`config.mk`:
```
export PLATFORM = sky130hd
export DESIGN_NAME = mips_core
export DESIGN_NICKNAME = d
export VERILOG_FILES = /design/src/common/mips_ctrl_pkg.sv /design/src/common/mips_isa_pkg.sv /design/src/decode/mips_decode.sv /design/src/verilog/mips_alu.sv /design/src/verilog/mips_core.sv /design/src/verilog/mips_fetch.sv /design/src/verilog/mips_regfile.sv
export VERILOG_INCLUDE_DIRS = /design/src /design/src/common
export SDC_FILE = /design/constraint.sdc
export NUM_CORES = 2
export LEC_CHECK = 0
export BUFFER_PORTS_ARGS = -buffer_cell sky130_fd_sc_hd__buf_2
export CORE_MARGIN = 4
export CORE_UTILIZATION = 45
export CTS_CLUSTER_SIZE = 8
export DETAILED_ROUTE_END_ITERATION = 7
export SETUP_SLACK_MARGIN = 0.1
export SYNTH_ARGS = -nofsm -noshare
export SYNTH_HDL_FRONTEND = slang
export SYNTH_HIERARCHICAL = 1
export SYNTH_SLANG_ARGS = --single-unit
```
`constraint.sdc`:
```
create_clock -name clk -period 6.7 [get_ports clk]
set_clock_uncertainty 0.1 [all_clocks]
set_input_delay 0 -clock clk [delete_from_list [all_inputs] [get_ports clk]]
set_output_delay 0 -clock clk [all_outputs]
set_load 0.02 [all_outputs]
```
`src/common/mips_cfg.svh`:
```
// MIPS core configuration
`ifndef MIPS_CFG_SVH
`define MIPS_CFG_SVH

// first fetch address after reset
`define MIPS_TEXT_START 32'h00400000

// datapath width
`define MIPS_XLEN 32

// register file addressing
`define MIPS_REG_AW 5
`define MIPS_NUM_REGS 32

// word address width on the memory ports
// byte offset bits are dropped
`define MIPS_IADDR_W 30

`endif

```
`src/common/mips_ctrl_pkg.sv`:
```
// MIPS control and memory types
`default_nettype none

`include "mips_cfg.svh"

package mips_ctrl_pkg;

   typedef enum logic [3:0] {
      ALU_ADD, ALU_SUB, ALU_AND, ALU_OR, ALU_XOR, ALU_NOR,
      ALU_SLT, ALU_SLTU, ALU_SLL, ALU_SRL, ALU_SRA
   } alu_op_e;

   // next pc source with branches resolved in fetch
   typedef enum logic [1:0] {PC_SEQ, PC_BEQ, PC_BNE, PC_JUMP} pc_sel_e;

   typedef enum logic [1:0] {HALT_NONE, HALT_SYSCALL, HALT_RESERVED} halt_cause_e;

   // decoded control for one instruction
   typedef struct packed {
      alu_op_e alu_op;
      logic    alu_src_imm;
      logic    imm_sign;
      logic    shift_imm;
      logic    reg_dst_rd;
      logic    reg_we;
      logic    mem_to_reg;
      logic    mem_we;
      logic    is_lui;
      pc_sel_e pc_sel;
      logic    is_syscall;
   } ctrl_t;

   // full-word data memory request
   typedef struct packed {
      logic [`MIPS_IADDR_W-1:0] addr;
      logic [`MIPS_XLEN-1:0]    wdata;
      logic                     we;
   } dmem_req_t;

endpackage

`default_nettype wire

```
`src/common/mips_isa_pkg.sv`:
```
// MIPS instruction encodings
`default_nettype none

package mips_isa_pkg;

   // primary opcodes of the supported subset
   typedef enum logic [5:0] {
      OP_SPECIAL = 6'h00,
      OP_J       = 6'h02,
      OP_BEQ     = 6'h04,
      OP_BNE     = 6'h05,
      OP_ADDIU   = 6'h09,
      OP_ANDI    = 6'h0c,
      OP_ORI     = 6'h0d,
      OP_XORI    = 6'h0e,
      OP_LUI     = 6'h0f,
      OP_LW      = 6'h23,
      OP_SW      = 6'h2b
   } op_e;

   // funct codes under OP_SPECIAL
   typedef enum logic [5:0] {
      F_SLL     = 6'h00,
      F_SRL     = 6'h02,
      F_SRA     = 6'h03,
      F_SYSCALL = 6'h0c,
      F_ADDU    = 6'h21,
      F_SUBU    = 6'h23,
      F_AND     = 6'h24,
      F_OR      = 6'h25,
      F_XOR     = 6'h26,
      F_NOR     = 6'h27,
      F_SLT     = 6'h2a,
      F_SLTU    = 6'h2b
   } funct_e;

   // r-type field layout
   typedef struct packed {
      op_e        op;
      logic [4:0] rs;
      logic [4:0] rt;
      logic [4:0] rd;
      logic [4:0] shamt;
      funct_e     funct;
   } inst_t;

   // same 32 bits seen as r, i or j format
   typedef union packed {
      inst_t r;
      struct packed {
         logic [5:0]  op;
         logic [4:0]  rs;
         logic [4:0]  rt;
         logic [15:0] imm;
      } i;
      struct packed {
         logic [5:0]  op;
         logic [25:0] target;
      } j;
   } inst_u;

endpackage

`default_nettype wire

```
`src/decode/mips_decode.sv`:
```
// MIPS instruction decoder
`timescale 1ns/1ps
`default_nettype none

module mips_decode
   import mips_isa_pkg::*, mips_ctrl_pkg::*;
(
   input  inst_u inst,
   output ctrl_t ctrl,
   output logic  reserved
);

   always_comb begin
      // safe defaults with no writes and a sequential pc
      ctrl        = '0;
      ctrl.alu_op = ALU_ADD;
      ctrl.pc_sel = PC_SEQ;
      reserved    = 1'b0;
      case (inst.r.op)
         OP_SPECIAL: begin
            ctrl.reg_dst_rd = 1'b1;
            ctrl.reg_we     = 1'b1;
            case (inst.r.funct)
               F_ADDU: ctrl.alu_op = ALU_ADD;
               F_SUBU: ctrl.alu_op = ALU_SUB;
               F_AND:  ctrl.alu_op = ALU_AND;
               F_OR:   ctrl.alu_op = ALU_OR;
               F_XOR:  ctrl.alu_op = ALU_XOR;
               F_NOR:  ctrl.alu_op = ALU_NOR;
               F_SLT:  ctrl.alu_op = ALU_SLT;
               F_SLTU: ctrl.alu_op = ALU_SLTU;
               // shifts take shamt from the instruction
               F_SLL: begin
                  ctrl.alu_op    = ALU_SLL;
                  ctrl.shift_imm = 1'b1;
               end
               F_SRL: begin
                  ctrl.alu_op    = ALU_SRL;
                  ctrl.shift_imm = 1'b1;
               end
               F_SRA: begin
                  ctrl.alu_op    = ALU_SRA;
                  ctrl.shift_imm = 1'b1;
               end
               F_SYSCALL: begin
                  ctrl.reg_we     = 1'b0;
                  ctrl.is_syscall = 1'b1;
               end
               default: begin
                  ctrl.reg_we     = 1'b0;
                  ctrl.reg_dst_rd = 1'b0;
                  reserved        = 1'b1;
               end
            endcase
         end
         OP_ADDIU: begin
            ctrl.alu_src_imm = 1'b1;
            ctrl.imm_sign    = 1'b1;
            ctrl.reg_we      = 1'b1;
         end
         // logic immediates are zero extended
         OP_ANDI: begin
            ctrl.alu_op      = ALU_AND;
            ctrl.alu_src_imm = 1'b1;
            ctrl.reg_we      = 1'b1;
         end
         OP_ORI: begin
            ctrl.alu_op      = ALU_OR;
            ctrl.alu_src_imm = 1'b1;
            ctrl.reg_we      = 1'b1;
         end
         OP_XORI: begin
            ctrl.alu_op      = ALU_XOR;
            ctrl.alu_src_imm = 1'b1;
            ctrl.reg_we      = 1'b1;
         end
         OP_LUI: begin
            ctrl.is_lui = 1'b1;
            ctrl.reg_we = 1'b1;
         end
         // address is rs plus sign-extended offset
         OP_LW: begin
            ctrl.alu_src_imm = 1'b1;
            ctrl.imm_sign    = 1'b1;
            ctrl.mem_to_reg  = 1'b1;
            ctrl.reg_we      = 1'b1;
         end
         OP_SW: begin
            ctrl.alu_src_imm = 1'b1;
            ctrl.imm_sign    = 1'b1;
            ctrl.mem_we      = 1'b1;
         end
         OP_BEQ: begin
            ctrl.alu_op = ALU_SUB;
            ctrl.pc_sel = PC_BEQ;
         end
         OP_BNE: begin
            ctrl.alu_op = ALU_SUB;
            ctrl.pc_sel = PC_BNE;
         end
         OP_J: ctrl.pc_sel = PC_JUMP;
         default: reserved = 1'b1;
      endcase
   end

   // a reserved encoding must never reach a register or memory write
   always_comb begin
      if (reserved) begin
         assert (!ctrl.reg_we && !ctrl.mem_we)
            else $error("reserved instruction carries a write enable");
      end
   end

endmodule

`default_nettype wire

```
`src/verilog/mips_alu.sv`:
```
// MIPS integer ALU
`timescale 1ns/1ps
`default_nettype none

`include "mips_cfg.svh"

module mips_alu
   import mips_ctrl_pkg::*;
(
   input  logic [`MIPS_XLEN-1:0] op_a,
   input  logic [`MIPS_XLEN-1:0] op_b,
   input  logic [4:0]            shamt,
   input  alu_op_e               alu_op,
   output logic [`MIPS_XLEN-1:0] result,
   output logic                  zero
);

   always_comb begin
      case (alu_op)
         // addu and subu semantics without overflow traps
         ALU_ADD:  result = op_a + op_b;
         ALU_SUB:  result = op_a - op_b;
         ALU_AND:  result = op_a & op_b;
         ALU_OR:   result = op_a | op_b;
         ALU_XOR:  result = op_a ^ op_b;
         ALU_NOR:  result = ~(op_a | op_b);
         ALU_SLT: begin
            result = {31'b0, $signed(op_a) < $signed(op_b)};
         end
         ALU_SLTU: begin
            result = {31'b0, op_a < op_b};
         end
         // shifts act on op_b which carries rt
         ALU_SLL:  result = op_b << shamt;
         ALU_SRL:  result = op_b >> shamt;
         ALU_SRA:  result = $unsigned($signed(op_b) >>> shamt);
         default:  result = '0;
      endcase
   end

   // equality for beq and bne
   assign zero = (op_a == op_b);

endmodule

`default_nettype wire

```
`src/verilog/mips_core.sv`:
```
// Single-cycle MIPS core
`timescale 1ns/1ps
`default_nettype none

`include "mips_cfg.svh"

module mips_core
   import mips_isa_pkg::*, mips_ctrl_pkg::*;
(
   input  logic                     clk,
   input  logic                     rst_b,
   output logic [`MIPS_IADDR_W-1:0] inst_addr,
   input  logic [`MIPS_XLEN-1:0]    inst,
   output dmem_req_t                dmem_req,
   input  logic [`MIPS_XLEN-1:0]    dmem_rdata,
   output logic                     halted,
   output halt_cause_e              halt_cause
);

   inst_u                  inst_w;
   ctrl_t                  ctrl;
   logic                   reserved;
   logic [`MIPS_XLEN-1:0]  pc;
   logic [`MIPS_XLEN-1:0]  rs_data;
   logic [`MIPS_XLEN-1:0]  rt_data;
   logic [`MIPS_XLEN-1:0]  imm_ext;
   logic [`MIPS_XLEN-1:0]  alu_b;
   logic [`MIPS_XLEN-1:0]  alu_result;
   logic [`MIPS_XLEN-1:0]  wb_data;
   logic [`MIPS_REG_AW-1:0] wb_addr;
   logic [4:0]             alu_shamt;
   logic                   alu_zero;
   logic                   wr_ok;

   assign inst_w    = inst;
   assign inst_addr = pc[`MIPS_XLEN-1:2];

   mips_fetch i_fetch (
      .clk(clk), .rst_b(rst_b), .pc_sel(ctrl.pc_sel), .zero(alu_zero),
      .imm(inst_w.i.imm), .target(inst_w.j.target), .is_syscall(ctrl.is_syscall),
      .reserved(reserved), .pc(pc), .halted(halted), .halt_cause(halt_cause)
   );

   mips_decode i_decode (.inst(inst_w), .ctrl(ctrl), .reserved(reserved));

   // no register or memory writes in reset or once halted
   assign wr_ok = rst_b & ~halted;

   mips_regfile i_regfile (
      .clk(clk), .rst_b(rst_b), .raddr_a(inst_w.r.rs), .raddr_b(inst_w.r.rt),
      .rdata_a(rs_data), .rdata_b(rt_data), .waddr(wb_addr), .wdata(wb_data),
      .we(ctrl.reg_we & wr_ok)
   );

   // sign or zero extension of the 16-bit immediate
   assign imm_ext   = ctrl.imm_sign ? {{16{inst_w.i.imm[15]}}, inst_w.i.imm}
                                    : {16'h0000, inst_w.i.imm};
   assign alu_b     = ctrl.alu_src_imm ? imm_ext : rt_data;
   // variable shift amount comes from rs
   assign alu_shamt = ctrl.shift_imm ? inst_w.r.shamt : rs_data[4:0];

   mips_alu i_alu (
      .op_a(rs_data), .op_b(alu_b), .shamt(alu_shamt), .alu_op(ctrl.alu_op),
      .result(alu_result), .zero(alu_zero)
   );

   // write-back select
   assign wb_addr = ctrl.reg_dst_rd ? inst_w.r.rd : inst_w.r.rt;
   assign wb_data = ctrl.is_lui     ? {inst_w.i.imm, 16'h0000} :
                    ctrl.mem_to_reg ? dmem_rdata : alu_result;

   // word-addressed data port
   assign dmem_req.addr  = alu_result[`MIPS_XLEN-1:2];
   assign dmem_req.wdata = rt_data;
   assign dmem_req.we    = ctrl.mem_we & wr_ok;

   // halting instruction and everything after it leave memory alone
   a_no_write_halted: assert property (@(posedge clk) disable iff (!rst_b)
      (halted || ctrl.is_syscall || reserved) |-> !dmem_req.we);

endmodule

`default_nettype wire

```
`src/verilog/mips_fetch.sv`:
```
// PC and halt control
`timescale 1ns/1ps
`default_nettype none

`include "mips_cfg.svh"

module mips_fetch
   import mips_ctrl_pkg::*;
(
   input  logic                  clk,
   input  logic                  rst_b,
   input  pc_sel_e               pc_sel,
   input  logic                  zero,
   input  logic [15:0]           imm,
   input  logic [25:0]           target,
   input  logic                  is_syscall,
   input  logic                  reserved,
   output logic [`MIPS_XLEN-1:0] pc,
   output logic                  halted,
   output halt_cause_e           halt_cause
);

   logic [`MIPS_XLEN-1:0] pc_plus4;
   logic [`MIPS_XLEN-1:0] br_target;
   logic [`MIPS_XLEN-1:0] jmp_target;
   logic [`MIPS_XLEN-1:0] pc_next;

   assign pc_plus4   = pc + 32'd4;
   // sign-extended word offset relative to the delay slot address
   assign br_target  = pc_plus4 + {{14{imm[15]}}, imm, 2'b00};
   // region bits come from pc+4
   assign jmp_target = {pc_plus4[31:28], target, 2'b00};

   always_comb begin
      case (pc_sel)
         PC_BEQ:  pc_next = zero ? br_target : pc_plus4;
         PC_BNE:  pc_next = zero ? pc_plus4 : br_target;
         PC_JUMP: pc_next = jmp_target;
         default: pc_next = pc_plus4;
      endcase
   end

   always_ff @(posedge clk or negedge rst_b) begin
      if (!rst_b) begin
         pc         <= `MIPS_TEXT_START;
         halted     <= 1'b0;
         halt_cause <= HALT_NONE;
      end else if (!halted) begin
         // pc stays on the halting instruction
         if (is_syscall || reserved) begin
            halted     <= 1'b1;
            halt_cause <= reserved ? HALT_RESERVED : HALT_SYSCALL;
         end else begin
            pc <= pc_next;
         end
      end
   end

   a_pc_aligned: assert property (@(posedge clk) disable iff (!rst_b) pc[1:0] == 2'b00);

endmodule

`default_nettype wire

```
`src/verilog/mips_regfile.sv`:
```
// MIPS register file
`timescale 1ns/1ps
`default_nettype none

`include "mips_cfg.svh"

module mips_regfile (
   input  logic                    clk,
   input  logic                    rst_b,
   input  logic [`MIPS_REG_AW-1:0] raddr_a,
   input  logic [`MIPS_REG_AW-1:0] raddr_b,
   output logic [`MIPS_XLEN-1:0]   rdata_a,
   output logic [`MIPS_XLEN-1:0]   rdata_b,
   input  logic [`MIPS_REG_AW-1:0] waddr,
   input  logic [`MIPS_XLEN-1:0]   wdata,
   input  logic                    we
);

   logic [`MIPS_XLEN-1:0] regs [`MIPS_NUM_REGS];

   always_ff @(posedge clk or negedge rst_b) begin
      if (!rst_b) begin
         for (int i = 0; i < `MIPS_NUM_REGS; i++) begin
            regs[i] <= '0;
         end
      end else if (we && waddr != '0) begin
         // $zero is never written
         regs[waddr] <= wdata;
      end
   end

   // combinational reads
   // $zero keeps its reset value because writes skip it
   assign rdata_a = regs[raddr_a];
   assign rdata_b = regs[raddr_b];

   a_zero_reg: assert property (@(posedge clk) disable iff (!rst_b)
      raddr_a == '0 |-> rdata_a == '0);

endmodule

`default_nettype wire
```
==> reports/results.md <==
| Group | Metric | This run |
| --- | --- | --- |
| status | Result of the run | completed |
| critical path | Worst R2R End | i_regfile/regs[606] |
| synthesis | Mapped Avg Cell Area | 10.6 um^2 |
| power and ir drop | Max VDD drop | 0.000187 V |
| floorplan | Die Footprint | 0.163 mm^2 |
| critical path | Arrival @ worst endpoint | 6.44 ns |
| floorplan | Total I/O pin count | 162 |
| placement | Port Buf Inserts | 161 |
| floorplan | Initial Util | 45.2% |
| critical path | Maximum fanout along the worst path | 16 |
| critical path | Startpoint Class | input pin |
| placement | Placed Instance Area | 0.0743 mm^2 |
| final layout | Final Instance Count excl. Fillers | 8851 |
| critical path | Count of cells along the worst register-to-register path | 23 |
| synthesis | Netlist Area Pre-Place | 0.0706 mm^2 |
| clocking | Worst-skew pair later-pin latency | 0.79 ns |
| clocking | Worst-case clock buffer depth | 3 |
| grt | Met1 track demand over resource | 42.4% |
| sta | Final slew viol count | 0 |
| power and ir drop | Combinational group share of total power | 26.3% |
| power and ir drop | Sw frac | 33.9% |
| power and ir drop | Power density over cell area | 229 mW/mm^2 |
| placement | Detail Placement HPWL | 181 mm |
| power and ir drop | Cell internal power dissipation | 12.0 mW |
| floorplan | Die extent in y | 404 um |
| detailed routing | Via/cell ratio | 6.52 |
| sta | Fraction of the cycle the final worst path needs | 97.6% |
| final layout | Share of final-layout standard cells stronger than drive strength 1 | 27.7% |
| grt | Global-route wire length before repair | 398 mm |
| power and ir drop | Switching Power | 6.15 mW |
| critical path | Reg2reg setup slack | 0.38 ns |
| grt | Via count of the first global-routing pass | 57400 |
| critical path | Critical path capture point type | output pin |
| placement | Cell count after placement | 8611 |
| sta | WHS | 0.0482 ns |
| clocking | # clock sinks | 1057 |
| clocking | Total CTS buffers | 150 |
| floorplan | Area inside the core boundary | 0.156 mm^2 |
| critical path | Largest delay contributor family on the critical path | simple AND/OR/NAND/NOR gates |
| grt | Met3 layer usage reported by global route | 5.13% |
| detailed routing | Routed Antenna Nets | 0 |
| detailed routing | Number of DRC violations after detailed routing | 0 |
| synthesis | Number of nets produced by synthesis | 6857 |
| power and ir drop | Leakage power total | 38.2 nW |
| critical path | Max stage delay on crit path | 0.72 ns |
| sta | Slew at the pin closest to its max-slew limit | 1.35 ns |
| worst hold path | Hold path depth | 4 |
| power and ir drop | Post-route total power | 18.2 mW |
| grt | Maximum number of pins on one net before global-route repair | 170 |
| critical path | Cell breakdown of the critical path | dlygate4sd3_1, buf_2, or2_2, nor3_1, a31oi_1, nand3_2, mux2_4, inv_1, ha_1, nor2b_1, o2111ai_1, a21oi_1, nor3_1, o31ai_1, buf_4, a211o_1, nor4_1, a211o_1, o311a_1, buf_2 |
| worst hold path | Min-delay src | inst[17] |
| critical path | Worst Path Required | 6.60 ns |
| critical path | Source of the worst register-to-register timing path | i_regfile/regs[898] |
| sta | Max-Slew Margin vs Limit | 9.70% |
| sta | Top achievable clock speed | 153 MHz |
| detailed routing | Length of the first detailed-routing pass in iterations | 5 |
| placement | Weighted congestion reported at the end of routability-driven placement | 1.02 |
| grt | GRT Total Usage | 32.7% |
| grt | Number of antenna violations at the first check in global routing | 5 |
| detailed routing | Number of vias after detailed routing | 57700 |
| worst hold path | Min-delay worst type | in -> reg |
| critical path | Number of buffer and inverter instances along the worst setup path | 5 |
| sta | Min Clock Period, post-route | 6.54 ns |
| worst hold path | Endpoint of the worst hold path | i_fetch/pc[19] |
| detailed routing | Per-cell routed wire length | 31.1 um |
| power and ir drop | Seq pwr share | 35.5% |
| clocking | Number of H-tree levels | 4 |
| sta | Unrepaired setup endpoints after global routing | false |
| floorplan | Std-Cell Rows | 145 |
| final layout | Nets | 6979 |
| critical path | Library cell contributing the largest single delay on the critical path | or2_2 |
| final layout | Fillers | 14100 |
| critical path | Setup CP Type | in -> out |
| final layout | Area growth, synth to finish | 12.2% |
| synthesis | Number of warning messages in the yosys log | 6 |
| detailed routing | Number of DRC markers in iteration 0 | 5850 |
| synthesis | Syn Inst Count | 6655 |
| floorplan | Die width | 404 um |
| clocking | CTS root buffer | clkbuf_16 |
| detailed routing | Post-Route WL | 275 mm |
| grt | Overflow left after global routing | 0 |
| grt | Busiest metal layer after global routing | met2 |
| clocking | Clock tree from TritonCTS | built |
| clocking | Clock transition at path regs | 0.05 ns |
| power and ir drop | Portion of total power attributed to the clock network | 38.2% |
| final layout | Final instance area | 0.0792 mm^2 |
| sta | Final setup fails | 0 |
| sta | Final-report hold violation count | 0 |
| flow run | Max-cap violations | 0 |
| grt | Met2 usage | 52.8% |
==> tightest hold or removal path, cell delays in order <==
cell and delay (ns):
buf_8 0.20, buf_4 0.25, a222oi_1 0.29, o21ai_0 0.13
==> flip-flops by register name, summed over array words and instances, names as in the netlist <==
signal              cells
i_fetch/halted          1
i_regfile/regs       1024
i_fetch/halt_cause      2
i_fetch/pc             30
==> metrics by stage <==
stage | utilization (%) | setup slack (ns) | setup TNS, ns
6_report | 50.8 | 0.163 | 0
5_1_grt | 50.8 | 0.0828 | 0
4_1_cts | 50.7 | 0.142 | 0
3_5_place_dp | 47.7 | -0.122 | -5.47
3_3_place_gp | 47.7 | -0.143 | -9.26
2_1_floorplan | - | 1.45 | 0
==> placed cells by master, fill, tap and decap left out, types with 156 or more instances in the layout <==
| cell | instances |
|---|---|
| buf_4 | 303 |
| buf_2 | 158 |
| mux2_2 | 980 |
| a21oi_1 | 332 |
| nand2_1 | 392 |
| mux2i_1 | 1111 |
| dfrtp_1 | 1056 |
| nand3_1 | 231 |
| a22oi_1 | 200 |
| nor2_1 | 221 |
| clkbuf_16 | 156 |
==> cell type report <==
type | count | area (um^2) | share of cell area (%)
antenna | 2 | 5.00 | 0.00632
clock buffer | 159 | 3920 | 4.94
clock inverter | 7 | 141 | 0.179
inverter | 131 | 492 | 0.621
multi-input combinational | 4848 | 40700 | 51.4
sequential | 1057 | 26500 | 33.4
tap | 2058 | 2570 | 3.25
timing repair buffer | 589 | 4930 | 6.23
==> what timing repair did <==
action,in CTS,in global routing
gates resized for setup,0,10
buffers inserted,0,1
endpoints found under the setup margin,0,228
hold buffers,69,0
hold endpoints to repair,724,0
==> power groups by stage <==
stage                     Clock [mW]  Combinational, mW  Sequential [mW]
after global routing            7.29               5.00             6.44
after global placement             0               4.59             6.54
after detailed placement           0               4.59             6.54
after floorplan                    0               2.62             6.55
final                           6.93               4.78             6.44
after CTS                       7.04               4.64             6.44
==> metal layers <==
metal	vias up	wire length, um
met2	2555	127000
li1	24700	-
met4	2	16300
met5	-	12
met3	724	19300
met1	29700	112000
==> worst max-delay path by stage <==
stage	cells after the start	from	to	slack, ns
global route	21	inst[16]	dmem_req[61]	0.08
global placement	24	inst[16]	i_regfile/regs[797]	-0.14
finish	20	inst[19]	dmem_req[61]	0.16
CTS	25	inst[18]	i_regfile/regs[861]	0.14
detailed placement	24	inst[16]	i_regfile/regs[861]	-0.12
floorplan	25	inst[17]	i_regfile/regs[699]	1.45
Note: power is estimated with default switching activity, not from simulation.
